[config.mk]
export PLATFORM = sky130hd
export DESIGN_NAME = board_top
export DESIGN_NICKNAME = d
export VERILOG_FILES = /design/src/board_pkg.sv /design/src/audio_pkg.sv /design/src/bit_clock_timer.sv /design/src/mic_i2s_receiver.sv /design/src/audio_i2s_transmitter.sv /design/src/hex_scan_display.sv /design/src/static_seg_latch.sv /design/src/board_top.sv
export SDC_FILE = /design/constraint.sdc
export NUM_CORES = 1
export LEC_CHECK = 0
export BUFFER_PORTS_ARGS = -buffer_cell sky130_fd_sc_hd__buf_2
export CORE_MARGIN = 2
export CORE_UTILIZATION = 44
export CTS_CLUSTER_DIAMETER = 60
export DETAILED_ROUTE_END_ITERATION = 8
export HOLD_SLACK_MARGIN = 0.12
export PLACE_DENSITY = 0.59
export SYNTH_ARGS = -nofsm -noshare
export SYNTH_HDL_FRONTEND = slang
export SYNTH_SLANG_ARGS = --single-unit
[constraint.sdc]
create_clock -name clk -period 4.13 [get_ports clk]
set_input_delay 0.2065 -clock clk [delete_from_list [all_inputs] [get_ports clk]]
set_output_delay 0.2065 -clock clk [all_outputs]
set_load 0.02 [all_outputs]
[src/board_pkg.sv]
package board_pkg;

    // ----------------------------------------
    // Seven-segment display

    typedef logic [7:0] seg_t;                 // abcdefgh, a in MSB, h is the dp
    typedef logic [6:0] hex_t;                 // Board digit, active low, a in bit 0

    localparam int n_digits = 6;

    typedef logic [n_digits - 1:0] digit_sel_t;  // One-hot scan select

    // Hex glyphs in abcdefgh order, dp clear
    localparam seg_t font [16] = '{
        8'hFC, 8'h60, 8'hDA, 8'hF2,            // 0 1 2 3
        8'h66, 8'hB6, 8'hBE, 8'hE0,            // 4 5 6 7
        8'hFE, 8'hF6, 8'hEE, 8'h3E,            // 8 9 A b
        8'h9C, 8'h7A, 8'h9E, 8'h8E             // C d E F
    };

    // ----------------------------------------
    // Switches and LEDs

    typedef logic [9:0] led_t;                 // Top six are the dp lamps
    typedef logic [9:0] sw_t;

    localparam int n_sw_leds = $bits(led_t) - n_digits;  // Low LEDs that mirror switches

endpackage

[src/audio_pkg.sv]
package audio_pkg;

    // ----------------------------------------
    // Sample words

    typedef logic [23:0] mic_sample_t;         // Microphone word
    typedef logic [15:0] sound_t;              // DAC word

    // ----------------------------------------
    // I2S framing

    typedef logic [5:0] bit_idx_t;             // Position in a 64-bit frame

    localparam int slot_bits  = 32;            // Bits per channel slot
    localparam int frame_bits = 2 * slot_bits;

    typedef enum logic [1:0]
    {
        idle,
        skip,
        shift,
        done
    } i2s_state_t;

endpackage

[src/bit_clock_timer.sv]
`timescale 1ns/1ps

module bit_clock_timer
#(
    parameter int bit_div  = 2,
    parameter int scan_div = 8
)
(
    input  logic                clk,
    input  logic                rst,
    output logic                sck,
    output logic                ws,
    output logic                sck_rise,
    output logic                sck_fall,
    output audio_pkg::bit_idx_t bit_idx,
    output logic                scan_tick
);

    import audio_pkg::*;

    localparam int half_w = $clog2(bit_div + 1);
    localparam int scan_w = $clog2(scan_div + 1);

    logic [half_w - 1:0] half_cnt;
    logic [scan_w - 1:0] scan_cnt;
    logic                half_end;

    // ----------------------------------------
    // Bit clock and frame position

    assign half_end = (half_cnt == half_w'(bit_div - 1));
    assign sck_rise = half_end & ~sck;           // sck goes high next edge
    assign sck_fall = half_end & sck;            // sck goes low next edge
    assign ws       = (bit_idx >= bit_idx_t'(slot_bits));  // Low in the left slot

    always_ff @(posedge clk or posedge rst)
    begin
        if (rst)
        begin
            half_cnt <= '0;
            sck      <= 1'b0;
            bit_idx  <= '0;
        end
        else if (half_end)
        begin
            half_cnt <= '0;
            sck      <= ~sck;
            if (sck)
                bit_idx <= bit_idx + 1'b1;       // Wraps at the frame end
        end
        else
            half_cnt <= half_cnt + 1'b1;
    end

    // ----------------------------------------
    // Display scan rate

    assign scan_tick = (scan_cnt == scan_w'(scan_div - 1));

    always_ff @(posedge clk or posedge rst)
    begin
        if (rst)
            scan_cnt <= '0;
        else if (scan_tick)
            scan_cnt <= '0;
        else
            scan_cnt <= scan_cnt + 1'b1;
    end

endmodule

[src/mic_i2s_receiver.sv]
`timescale 1ns/1ps

module mic_i2s_receiver
(
    input  logic                   clk,
    input  logic                   rst,
    input  logic                   sck_rise,
    input  logic                   ws,
    input  logic                   sd,
    output audio_pkg::mic_sample_t sample,
    output logic                   sample_done
);

    import audio_pkg::*;

    localparam int mic_bits = $bits(mic_sample_t);
    localparam int cnt_w    = $clog2(mic_bits);

    i2s_state_t            state;
    logic                  ws_q;
    logic                  ws_fall;
    logic [cnt_w - 1:0]    bit_cnt;
    logic [mic_bits - 2:0] shift_reg;            // All but the last bit of the word

    // With bit_div of 2 or more the edge is seen before the first sck rise
    assign ws_fall     = ws_q & ~ws;
    assign sample_done = (state == done);

    // ----------------------------------------
    // Frame state machine

    always_ff @(posedge clk or posedge rst)
    begin
        if (rst)
        begin
            state   <= idle;
            ws_q    <= 1'b0;
            bit_cnt <= '0;
            sample  <= '0;
        end
        else
        begin
            ws_q <= ws;
            case (state)
                idle:
                    if (ws_fall)
                        state <= skip;           // Left slot starts
                skip:
                    if (sck_rise)
                    begin
                        state   <= shift;        // One-bit I2S delay
                        bit_cnt <= '0;
                    end
                shift:
                    if (sck_rise)
                    begin
                        bit_cnt <= bit_cnt + 1'b1;
                        if (bit_cnt == cnt_w'(mic_bits - 1))
                        begin
                            state  <= done;
                            sample <= {shift_reg, sd};   // LSB arrives here
                        end
                    end
                done:
                    state <= idle;
                default:
                    state <= idle;
            endcase
        end
    end

    // ----------------------------------------
    // Serial capture, MSB first

    always_ff @(posedge clk)
    begin
        if (state == shift && sck_rise)
            shift_reg <= {shift_reg[mic_bits - 3:0], sd};
    end

endmodule

[src/audio_i2s_transmitter.sv]
`timescale 1ns/1ps

module audio_i2s_transmitter
(
    input  logic                clk,
    input  logic                rst,
    input  logic                sck_fall,
    input  audio_pkg::bit_idx_t bit_idx,
    input  audio_pkg::sound_t   sound,
    output logic                sdata
);

    import audio_pkg::*;

    localparam int sound_bits = $bits(sound_t);

    sound_t shift_reg;
    logic   frame_end;
    logic   active;

    assign frame_end = (bit_idx == bit_idx_t'(frame_bits - 1));

    // Data bits sit one position after the ws fall
    assign active = (bit_idx >= bit_idx_t'(1)) && (bit_idx <= bit_idx_t'(sound_bits));

    // ----------------------------------------
    // Load at the frame wrap, then shift out

    always_ff @(posedge clk or posedge rst)
    begin
        if (rst)
            shift_reg <= '0;                     // Silence in the first frame
        else if (sck_fall)
        begin
            if (frame_end)
                shift_reg <= sound;
            else if (active)
                shift_reg <= {shift_reg[sound_bits - 2:0], 1'b0};
        end
    end

    assign sdata = active ? shift_reg[sound_bits - 1] : 1'b0;  // Right slot stays zero

endmodule

[src/hex_scan_display.sv]
`timescale 1ns/1ps

module hex_scan_display
(
    input  logic                             clk,
    input  logic                             rst,
    input  logic                             scan_tick,
    input  audio_pkg::mic_sample_t           value,
    input  logic [board_pkg::n_digits - 1:0] dp_in,
    output board_pkg::seg_t                  abcdefgh,
    output board_pkg::digit_sel_t            digit
);

    import board_pkg::*;

    localparam int idx_w = $clog2(n_digits);

    logic [idx_w - 1:0] idx;
    logic [idx_w - 1:0] next_idx;
    logic [3:0]         nibble;
    seg_t               next_seg;

    // ----------------------------------------
    // Digit pointer and glyph lookup

    always_comb
    begin
        if (digit == '0 || idx == idx_w'(n_digits - 1))
            next_idx = '0;                       // First step or wrap
        else
            next_idx = idx + 1'b1;
    end

    assign nibble   = value[next_idx * 4 +: 4];
    assign next_seg = font[nibble] | seg_t'(dp_in[next_idx]);  // dp is the LSB

    always_ff @(posedge clk or posedge rst)
    begin
        if (rst)
        begin
            idx      <= '0;
            digit    <= '0;                      // Dark until the first tick
            abcdefgh <= '0;
        end
        else if (scan_tick)
        begin
            idx      <= next_idx;
            digit    <= digit_sel_t'(1) << next_idx;
            abcdefgh <= next_seg;
        end
    end

endmodule

[src/static_seg_latch.sv]
`timescale 1ns/1ps

module static_seg_latch
(
    input  logic                             clk,
    input  logic                             rst,
    input  board_pkg::seg_t                  abcdefgh,
    input  board_pkg::digit_sel_t            digit,
    output board_pkg::hex_t                  hex0,
    output board_pkg::hex_t                  hex1,
    output board_pkg::hex_t                  hex2,
    output board_pkg::hex_t                  hex3,
    output board_pkg::hex_t                  hex4,
    output board_pkg::hex_t                  hex5,
    output logic [board_pkg::n_digits - 1:0] dp
);

    import board_pkg::*;

    localparam int seg_w = $bits(seg_t);
    localparam int hex_w = $bits(hex_t);

    seg_t hgfedcba;
    hex_t hex_q [n_digits];

    // ----------------------------------------
    // Segment order reversal, a ends up in bit 0

    for (genvar i = 0; i < seg_w; i++)
    begin : g_reverse
        assign hgfedcba[i] = abcdefgh[seg_w - 1 - i];
    end

    // ----------------------------------------
    // One sticky register per digit

    always_ff @(posedge clk or posedge rst)
    begin
        if (rst)
        begin
            hex_q <= '{default: '1};             // All segments off
            dp    <= '0;
        end
        else
        begin
            for (int d = 0; d < n_digits; d++)
            begin
                if (digit[d])
                begin
                    hex_q[d] <= ~hgfedcba[hex_w - 1:0];  // Board digits are active low
                    dp[d]    <= hgfedcba[hex_w];
                end
            end
        end
    end

    assign hex0 = hex_q[0];
    assign hex1 = hex_q[1];
    assign hex2 = hex_q[2];
    assign hex3 = hex_q[3];
    assign hex4 = hex_q[4];
    assign hex5 = hex_q[5];

endmodule

[src/board_top.sv]
`timescale 1ns/1ps

module board_top
#(
    parameter int bit_div  = 2,
    parameter int scan_div = 8
)
(
    input  logic            clk,
    input  logic            rst,
    input  board_pkg::sw_t  sw,
    input  logic            mic_sd,
    output board_pkg::hex_t hex0,
    output board_pkg::hex_t hex1,
    output board_pkg::hex_t hex2,
    output board_pkg::hex_t hex3,
    output board_pkg::hex_t hex4,
    output board_pkg::hex_t hex5,
    output board_pkg::led_t led,
    output logic            i2s_sck,
    output logic            i2s_ws,
    output logic            dac_sdata
);

    import board_pkg::*;
    import audio_pkg::*;

    logic                  sck_rise;
    logic                  sck_fall;
    logic                  scan_tick;
    logic                  sample_done;
    bit_idx_t              bit_idx;
    mic_sample_t           mic_sample;
    sound_t                sound;
    seg_t                  abcdefgh;
    digit_sel_t            digit;
    logic [n_digits - 1:0] dp;

    // ----------------------------------------
    // Shared I2S timing, mic and DAC on one bit clock

    bit_clock_timer #(.bit_div(bit_div), .scan_div(scan_div)) i_timer
    (
        .clk       (clk),
        .rst       (rst),
        .sck       (i2s_sck),
        .ws        (i2s_ws),
        .sck_rise  (sck_rise),
        .sck_fall  (sck_fall),
        .bit_idx   (bit_idx),
        .scan_tick (scan_tick)
    );

    mic_i2s_receiver i_microphone
    (
        .clk         (clk),
        .rst         (rst),
        .sck_rise    (sck_rise),
        .ws          (i2s_ws),
        .sd          (mic_sd),
        .sample      (mic_sample),
        .sample_done (sample_done)
    );

    assign sound = mic_sample[$bits(mic_sample_t) - 1 -: $bits(sound_t)];  // Loopback

    audio_i2s_transmitter i_audio_out
    (
        .clk      (clk),
        .rst      (rst),
        .sck_fall (sck_fall),
        .bit_idx  (bit_idx),
        .sound    (sound),
        .sdata    (dac_sdata)
    );

    // ----------------------------------------
    // Lab display and static digit latch

    hex_scan_display i_lab_display
    (
        .clk       (clk),
        .rst       (rst),
        .scan_tick (scan_tick),
        .value     (mic_sample),
        .dp_in     (sw[n_digits - 1:0]),
        .abcdefgh  (abcdefgh),
        .digit     (digit)
    );

    static_seg_latch i_seg_latch
    (
        .clk      (clk),
        .rst      (rst),
        .abcdefgh (abcdefgh),
        .digit    (digit),
        .hex0     (hex0),
        .hex1     (hex1),
        .hex2     (hex2),
        .hex3     (hex3),
        .hex4     (hex4),
        .hex5     (hex5),
        .dp       (dp)
    );

    assign led = {dp, sw[n_sw_leds - 1:0]};     // Top LEDs stand in for the dp pins

endmodule

==> flow_summary_export.csv, run 1 <==
group,metric,value,unit
run_status,status,"finished, final reports clean",
global_route,grt_overflow,0,
timing,grt_setup_unrepaired,"no",
setup_path,cp-end-kind,"flip-flop",
setup_path,cp_max_fo,12,
timing,period_share,75.6,%
placement,dpl.hpwl,9380,um
yosys,synthArstFlopShare,84.6,%
drt,antenna_left,0,
setup_path,criticalPathCategory,"reg2reg",
floorplanning,ios,68,
timing,slew_headroom,30.4,%
yosys,synth-seq-cells,149,
global_route,grt_pass1_vias,4404,
placement,pre_cts_ws,1050,ps
placement,placed_area,7060,um^2
yosys,synth.cell_area,6600,um^2
yosys,syn-num-nets,580,
cells_and_area,diodes,0,
cells_and_area,drive_gt1_share,31.1,%
cells_and_area,layout.nets,642,
timing,period_minus_slack,3120,ps
clock_tree,cts_tree,"built",
clock_tree,insertion_delay,430,ps
cells_and_area,fillCellCount,1252,
global_route,grt_util_all_layers,18.2,%
cells_and_area,stdcell_area,7660,um^2
clock_tree,post_cts_resized,0,
timing,hold_viol,0,
setup_path,start_kind,"flip-flop",
clock_tree,cts_buffers,17,
drt,drc,0,
timing,hold_slack,257,ps
timing,max_freq,320,MHz
clock_tree,cts_setup_buffers,0,
yosys,avgSynthCellArea,12.0,um^2
global_route,grt_max_degree,85,
power_and_ir_drop,ir_drop,277,uV
timing,slew_viol_final,0,
floorplanning,start_util,45.2,%
clock_tree,hold_buffers,2,
floorplanning,rows,44,
setup_path,cp.arrival,3380,ps
cells_and_area,final_cells,808,
clock_tree,clockBufferDepth,2,
timing,fin_skew,15.1,ps
floorplanning,dieArea,16000,um^2
cells_and_area,area_growth,16.1,%
power_and_ir_drop,power.leakage,0.00345,uW
yosys,synth_edf_count,23,
clock_tree,cts-root-buf,"clkbuf_16",
floorplanning,core,14600,um^2
yosys,synth_cell_types,66,
drt,num_vias,4358,
timing,finalSetupTns,0,ps
timing,setup_slack,1010,ps
worst_hold_path,hold_class,"in2reg",
floorplanning,die_y,126,um
floorplanning,fp.dieW,126,um
setup_path,cp.required,4390,ps
clock_tree,cts.sinks,149,
power_and_ir_drop,power.density,394,nW/um^2
yosys,synth_cells,549,
cells_and_area,largest_reg_flops,24,
clock_tree,htreeDepth,4,
global_route,antenna_found_initial,0,
placement,place_inst,774,
global_route,grt_pass1_wl,22900,um
clock_tree,clk_pin_slew,50,ps
drt,totalWireLength,13700,um
timing,setup-violations-final,0,
placement,io_buffers,63,
yosys,ys.flop_type,"dfrtp_1",
yosys,seq_area_frac_synth,59.1,%
yosys,yosysWarnings,0,
setup_path,ff2ff_setup_slack,1010,ps
timing,tightest_slew,1040,ps
job,drv_cap,0,
drt,drt_iter0_markers,378,
drt,first_pass_iters,6,
drt,via_per_inst,5.39,
placement,gp_congestion,0.889,
drt,wl_per_cell,17.0,um
## Yosys cell counts, drive strengths merged (2+ instances only)
master	number	area (um^2)
clkbuf	17	65.1
a21o	2	15.0
or2	2	12.5
xnor2	5	43.8
a22oi	2	20.0
o41ai	2	17.5
a32oi	4	42.6
mux2	34	387
a22o	3	26.3
o32ai	2	25.0
ha	18	225
dfrtp	84	2100
o31ai	8	101
mux2i	36	360
a21oi	33	165
a31oi	3	18.8
nand3	7	35.0
a2111oi	2	17.5
nor3	6	35.0
nor2b	6	37.5
nand2	48	180
o21a	2	15.0
nand2b	4	25.0
buf	14	91.3
o21ai	33	165
o311ai	2	35.0
and2	3	18.8
nor2	40	153
edfxtp	23	691
dfstp	42	1100
xor2	2	17.5
nand4	3	18.8
o22ai	6	37.5
a221oi	2	23.8
inv	34	128
## final timing paths
path                       cells past startpoint                               endpoint                                  from
setup / recovery                               8  i_lab_display.abcdefgh[2]$_DFFE_PP0N_    i_lab_display.digit[4]$_DFFE_PP0N_
min in group asynchronous                      3          i_seg_latch.dp[3]$_DFFE_PP0P_                                   rst
hold / removal                                 5  i_lab_display.abcdefgh[0]$_DFFE_PP0N_                                 sw[5]
max in group asynchronous                      4        i_seg_latch.hex0[3]$_DFFE_PP1P_                                   rst
setup reg to reg                               8  i_lab_display.abcdefgh[2]$_DFFE_PP0N_    i_lab_display.digit[4]$_DFFE_PP0N_
hold reg to reg                                0   i_microphone.shift_reg[14]$_DFFE_PP_  i_microphone.shift_reg[13]$_DFFE_PP_
## placed cells by master (no fill, tap or decap), drive strengths merged, types with 5 or more instances in the layout
cell type	count
dfrtp	84
buf	72
nand2	48
dfstp	42
nor2	40
mux2i	36
inv	35
mux2	34
a21oi	33
o21ai	33
clkbuf	26
edfxtp	23
ha	18
o31ai	8
nand3	7
o22ai	6
nor2b	6
nor3	6
xnor2	5
## per-layer routing
| metal | track usage [%] | share of wire, % | up-vias |
|---|---|---|---|
| li1 | - | - | 2059 |
| met4 | 4.65 | 0.55 | 0 |
| met2 | 28.1 | 48 | 93 |
| met3 | 5.40 | 3.9 | 6 |
| met1 | 25.3 | 47 | 2200 |
| met5 | 0 | 0 | - |
## cell type report
class                           count  area, um^2  share of cell area, %
Inverter                           34         130                   1.70
Multi-Input combinational cell    335        2420                   31.6
Tap cell                          184         230                   3.01
Sequential cell                   149        3900                   50.9
Timing Repair Buffer               74         403                   5.26
Clock inverter                      6        37.5                  0.490
Clock buffer                       26         542                   7.08
## stage by stage
step           utilization, %  power, uW
3_3_place_gp             48.4       1570
5_1_grt                  52.5       3120
6_report                 52.5       3020
2_1_floorplan               -       1550
3_5_place_dp             48.4       1570
4_1_cts                  52.5       3060
## where the power goes
group | leakage, uW | total, uW | internal (uW) | switching [uW]
Sequential | 0.00173 | 1500 | 1490 | 2.77
Clock | 0.000287 | 1470 | 903 | 570
Combinational | 0.00143 | 49.5 | 11.7 | 37.8
Total | 0.00345 | 3020 | 2410 | 611
## critical path, cell delays in order (launching register included)
cell	delay, ps
dfrtp_1	620
or4_4	680
o311ai_4	350
o32ai_2	180
o31ai_4	430
ha_1	300
mux2i_1	100
o22ai_1	230
o21ai_1	80
## cell families (layout without fill, tap and decap cells)
logic type | Yosys count | in the layout | share of synthesized area, %
fa+ha+maj | 18 | 18 | 3.41
xor+xnor | 7 | 7 | 0.929
simple gates | 128 | 128 | 9.18
mux | 70 | 70 | 11.3
flops | 149 | 149 | 59.1
buf+inv | 65 | 140 | 4.31
compound gates | 112 | 112 | 11.8
Power figures use the tool's default switching activity.
==> run 2: changes to the inputs <==
ABC_AREA = 1   (was default)
clock period = 3.2 ns   (was 4.13 ns; I/O delays follow)
==> flow_summary_export.csv, run 2 <==
group,metric,value,unit
floorplanning,die_y,126,um
yosys,yosysMostFrequentCell,"nand2_1",
placement,dpl.hpwl,9270,um
clock_tree,clk_pin_slew,60,ps
timing,setup-violations-final,0,
global_route,grt_pass1_wl,22700,um
cells_and_area,fillCellCount,1306,
run_status,status,"finished, final reports clean",
clock_tree,insertion_delay,420,ps
timing,grt_setup_unrepaired,"no",
cells_and_area,seq_area,3900,um^2
timing,slew_headroom,54.6,%
setup_path,cp.arrival,3100,ps
clock_tree,hold_buffers,5,
floorplanning,dieArea,16000,um^2
timing,period_share,85.9,%
setup_path,cp_common_cell,"dlygate4sd3_1",
setup_path,cp_max_fo,8,
power_and_ir_drop,power.leakage,0.00351,uW
cells_and_area,largest_reg_flops,24,
drt,totalWireLength,13300,um
timing,finalSetupTns,0,ps
timing,slew_viol_final,0,
timing,hold_viol,0,
yosys,seq_area_frac_synth,59.2,%
drt,num_vias,4742,
setup_path,cpMaxStageDelayCell,"dlygate4sd3_1",
global_route,grtUsageMet1,24.5,%
power_and_ir_drop,ir_drop,375,uV
yosys,yosysWarnings,0,
power_and_ir_drop,power,3900,uW
power_and_ir_drop,power.density,510,nW/um^2
cells_and_area,drive_gt1_share,23.3,%
yosys,syn-num-nets,700,
setup_path,cp-end-kind,"flip-flop",
cells_and_area,area_growth,15.9,%
clock_tree,cts-root-buf,"clkbuf_16",
setup_path,cp_slowest_stage_delay,580,ps
drt,antenna_left,0,
timing,fin_skew,8.59,ps
global_route,use_met2,28.0,%
floorplanning,fp.dieW,126,um
drt,wl_per_cell,14.3,um
timing,setup_slack,451,ps
setup_path,start_kind,"flip-flop",
clock_tree,htreeDepth,4,
clock_tree,clockBufferDepth,2,
clock_tree,cts.sinks,149,
global_route,grt_max_degree,54,
job,drv_cap,0,
placement,io_buffers,63,
timing,tightest_slew,681,ps
yosys,ys.flop_type,"dfrtp_1",
placement,pre_cts_ws,625,ps
setup_path,reg2reg_from,"i_lab_display.idx[0]$_DFFE_PP0N_",
floorplanning,ios,68,
yosys,avgSynthCellArea,9.84,um^2
yosys,synthTopCellsByCount,"162 x nand2_1, 84 x dfrtp_1, 81 x o21ai_0, 62 x inv_1, 43 x nor2_1",
floorplanning,start_util,45.1,%
drt,first_pass_iters,5,
global_route,grtUsageMet3,3.71,%
yosys,synth_cell_types,41,
cells_and_area,multiInputGateArea,2280,um^2
setup_path,criticalPathCategory,"reg2reg",
cells_and_area,layout_commonest_cell,"nand2_1",
clock_tree,cts_setup_buffers,0,
setup_path,timing.rr.end,"i_lab_display.abcdefgh[0]$_DFFE_PP0N_",
drt,drt_iter0_markers,401,
yosys,synth.cell_area,6580,um^2
cells_and_area,layout.nets,766,
yosys,synth-seq-cells,149,
drt,via_per_inst,5.09,
global_route,grt_util_all_layers,17.8,%
drt,drc,0,
timing,max_freq,364,MHz
yosys,synth.area.top_cells,"dfrtp_1 32%, dfstp_2 17%, edfxtp_1 10%",
floorplanning,rows,44,
global_route,grt_pass1_vias,4497,
yosys,synth_edf_count,23,
yosys,synthArstFlopShare,84.6,%
timing,hold_slack,372,ps
floorplanning,core,14600,um^2
global_route,top_usage_layer,"met2",
yosys,synth_top_cell_area_share,31.9,%
clock_tree,cts_tree,"built",
setup_path,ff2ff_setup_slack,450,ps
cells_and_area,layout_common_cells,"162 x nand2_1, 84 x dfrtp_1, 81 x o21ai_0",
clock_tree,post_cts_resized,0,
setup_path,r2r_cells,7,
clock_tree,cts_buffers,17,
yosys,synth_cells,669,
setup_path,cp.required,3560,ps
setup_path,path_cells,"ha_1 > inv_1 > o211ai_4 > a22oi_1 > dlygate4sd3_1 > o221ai_1 > dlygate4sd3_1",
global_route,antenna_found_initial,0,
placement,gp_congestion,0.832,
yosys,synth_top_area_cell,"dfrtp_1",
cells_and_area,diodes,0,
worst_hold_path,hold_class,"in2async",
timing,period_minus_slack,2750,ps
global_route,grt_overflow,0,
## run 2: changes by cell type after synthesis, moves of 7 or more
cell / before / now
mux2i_1: 36 / 0
inv_1: 33 / 62
nand2_1: 48 / 162
o211ai_1: 0 / 7
nand3_1: 7 / 24
o21ai_0: 25 / 81
nand4_1: 3 / 11
o21ai_1: 8 / 0
mux2_2: 33 / 5
## run 2: how the worst max path moves through the flow
| stage | from | end | slack, ps | cells after the start |
|---|---|---|---|---|
| 2_1_floorplan | i_microphone.state[0]$_DFFE_PP0P_ | i_microphone.sample[16]$_DFFE_PP0P_ | 370 | 7 |
| 3_3_place_gp | i_timer.bit_idx[0]$_DFFE_PP0P_ | i_audio_out.shift_reg[7]$_DFFE_PP0P_ | 690 | 10 |
| 3_5_place_dp | i_timer.bit_idx[0]$_DFFE_PP0P_ | i_audio_out.shift_reg[15]$_DFFE_PP0P_ | 620 | 10 |
| 4_1_cts | i_lab_display.idx[0]$_DFFE_PP0N_ | i_lab_display.abcdefgh[0]$_DFFE_PP0N_ | 420 | 7 |
| 5_1_grt | i_lab_display.idx[0]$_DFFE_PP0N_ | i_lab_display.abcdefgh[0]$_DFFE_PP0N_ | 300 | 7 |
| 6_report | i_lab_display.idx[0]$_DFFE_PP0N_ | i_lab_display.abcdefgh[0]$_DFFE_PP0N_ | 450 | 7 |
## run 2: critical path, delay by kind of cell (launching register included)
family / cells / cell delay (ps)
buffers and inverters: 3 / 1260
AO/OA/AOI/OAI: 3 / 630
flip-flops: 1 / 420
adder cells (fa/ha/maj): 1 / 380
## run 2: final cells by class
cell class	count	area share, %
flip-flops and latches	149	51.0
well taps	184	3.02
clock inverters	11	0.885
inverters	66	3.29
clock buffers	21	6.46
repair buffers	74	5.38
multi-input cells	427	29.9
## run 2: cells by family (layout without fill, tap and decap cells)
logic type                 after synthesis  after routing  synth area share (%)
muxes                                    5              5                 0.855
and+or+nand+nor                        266            266                  18.5
buffers and inverters                   93            172                  6.16
xor gates and xnor gates                 8              8                  1.06
adders and majority gates               18             18                  3.42
DFF                                    149            149                  59.2
AOI/OAI and AO/OA                      130            130                  10.9
## run 2: per-stage QoR
step / instance area [um^2] / instances / utilization, %
floorplan: 6590 / 669 / -
global placement: 7020 / 895 / 48.1
detailed placement: 7020 / 895 / 48.1
CTS: 7630 / 932 / 52.3
global route: 7630 / 932 / 52.3
finish: 7630 / 932 / 52.3
## run 2: per-layer routing
layer | routed length (um) | vias to the layer above
li1 | - | 2329
met1 | 6310 | 2278
met2 | 6240 | 114
met3 | 529 | 21
met4 | 259 | 0
met5 | 0 | -
## run 2: power by group
part	switching (uW)	total [uW]	internal, uW
combinational	61.7	85.2	23.5
clock	773	1870	1100
sequential	3.99	1940	1930
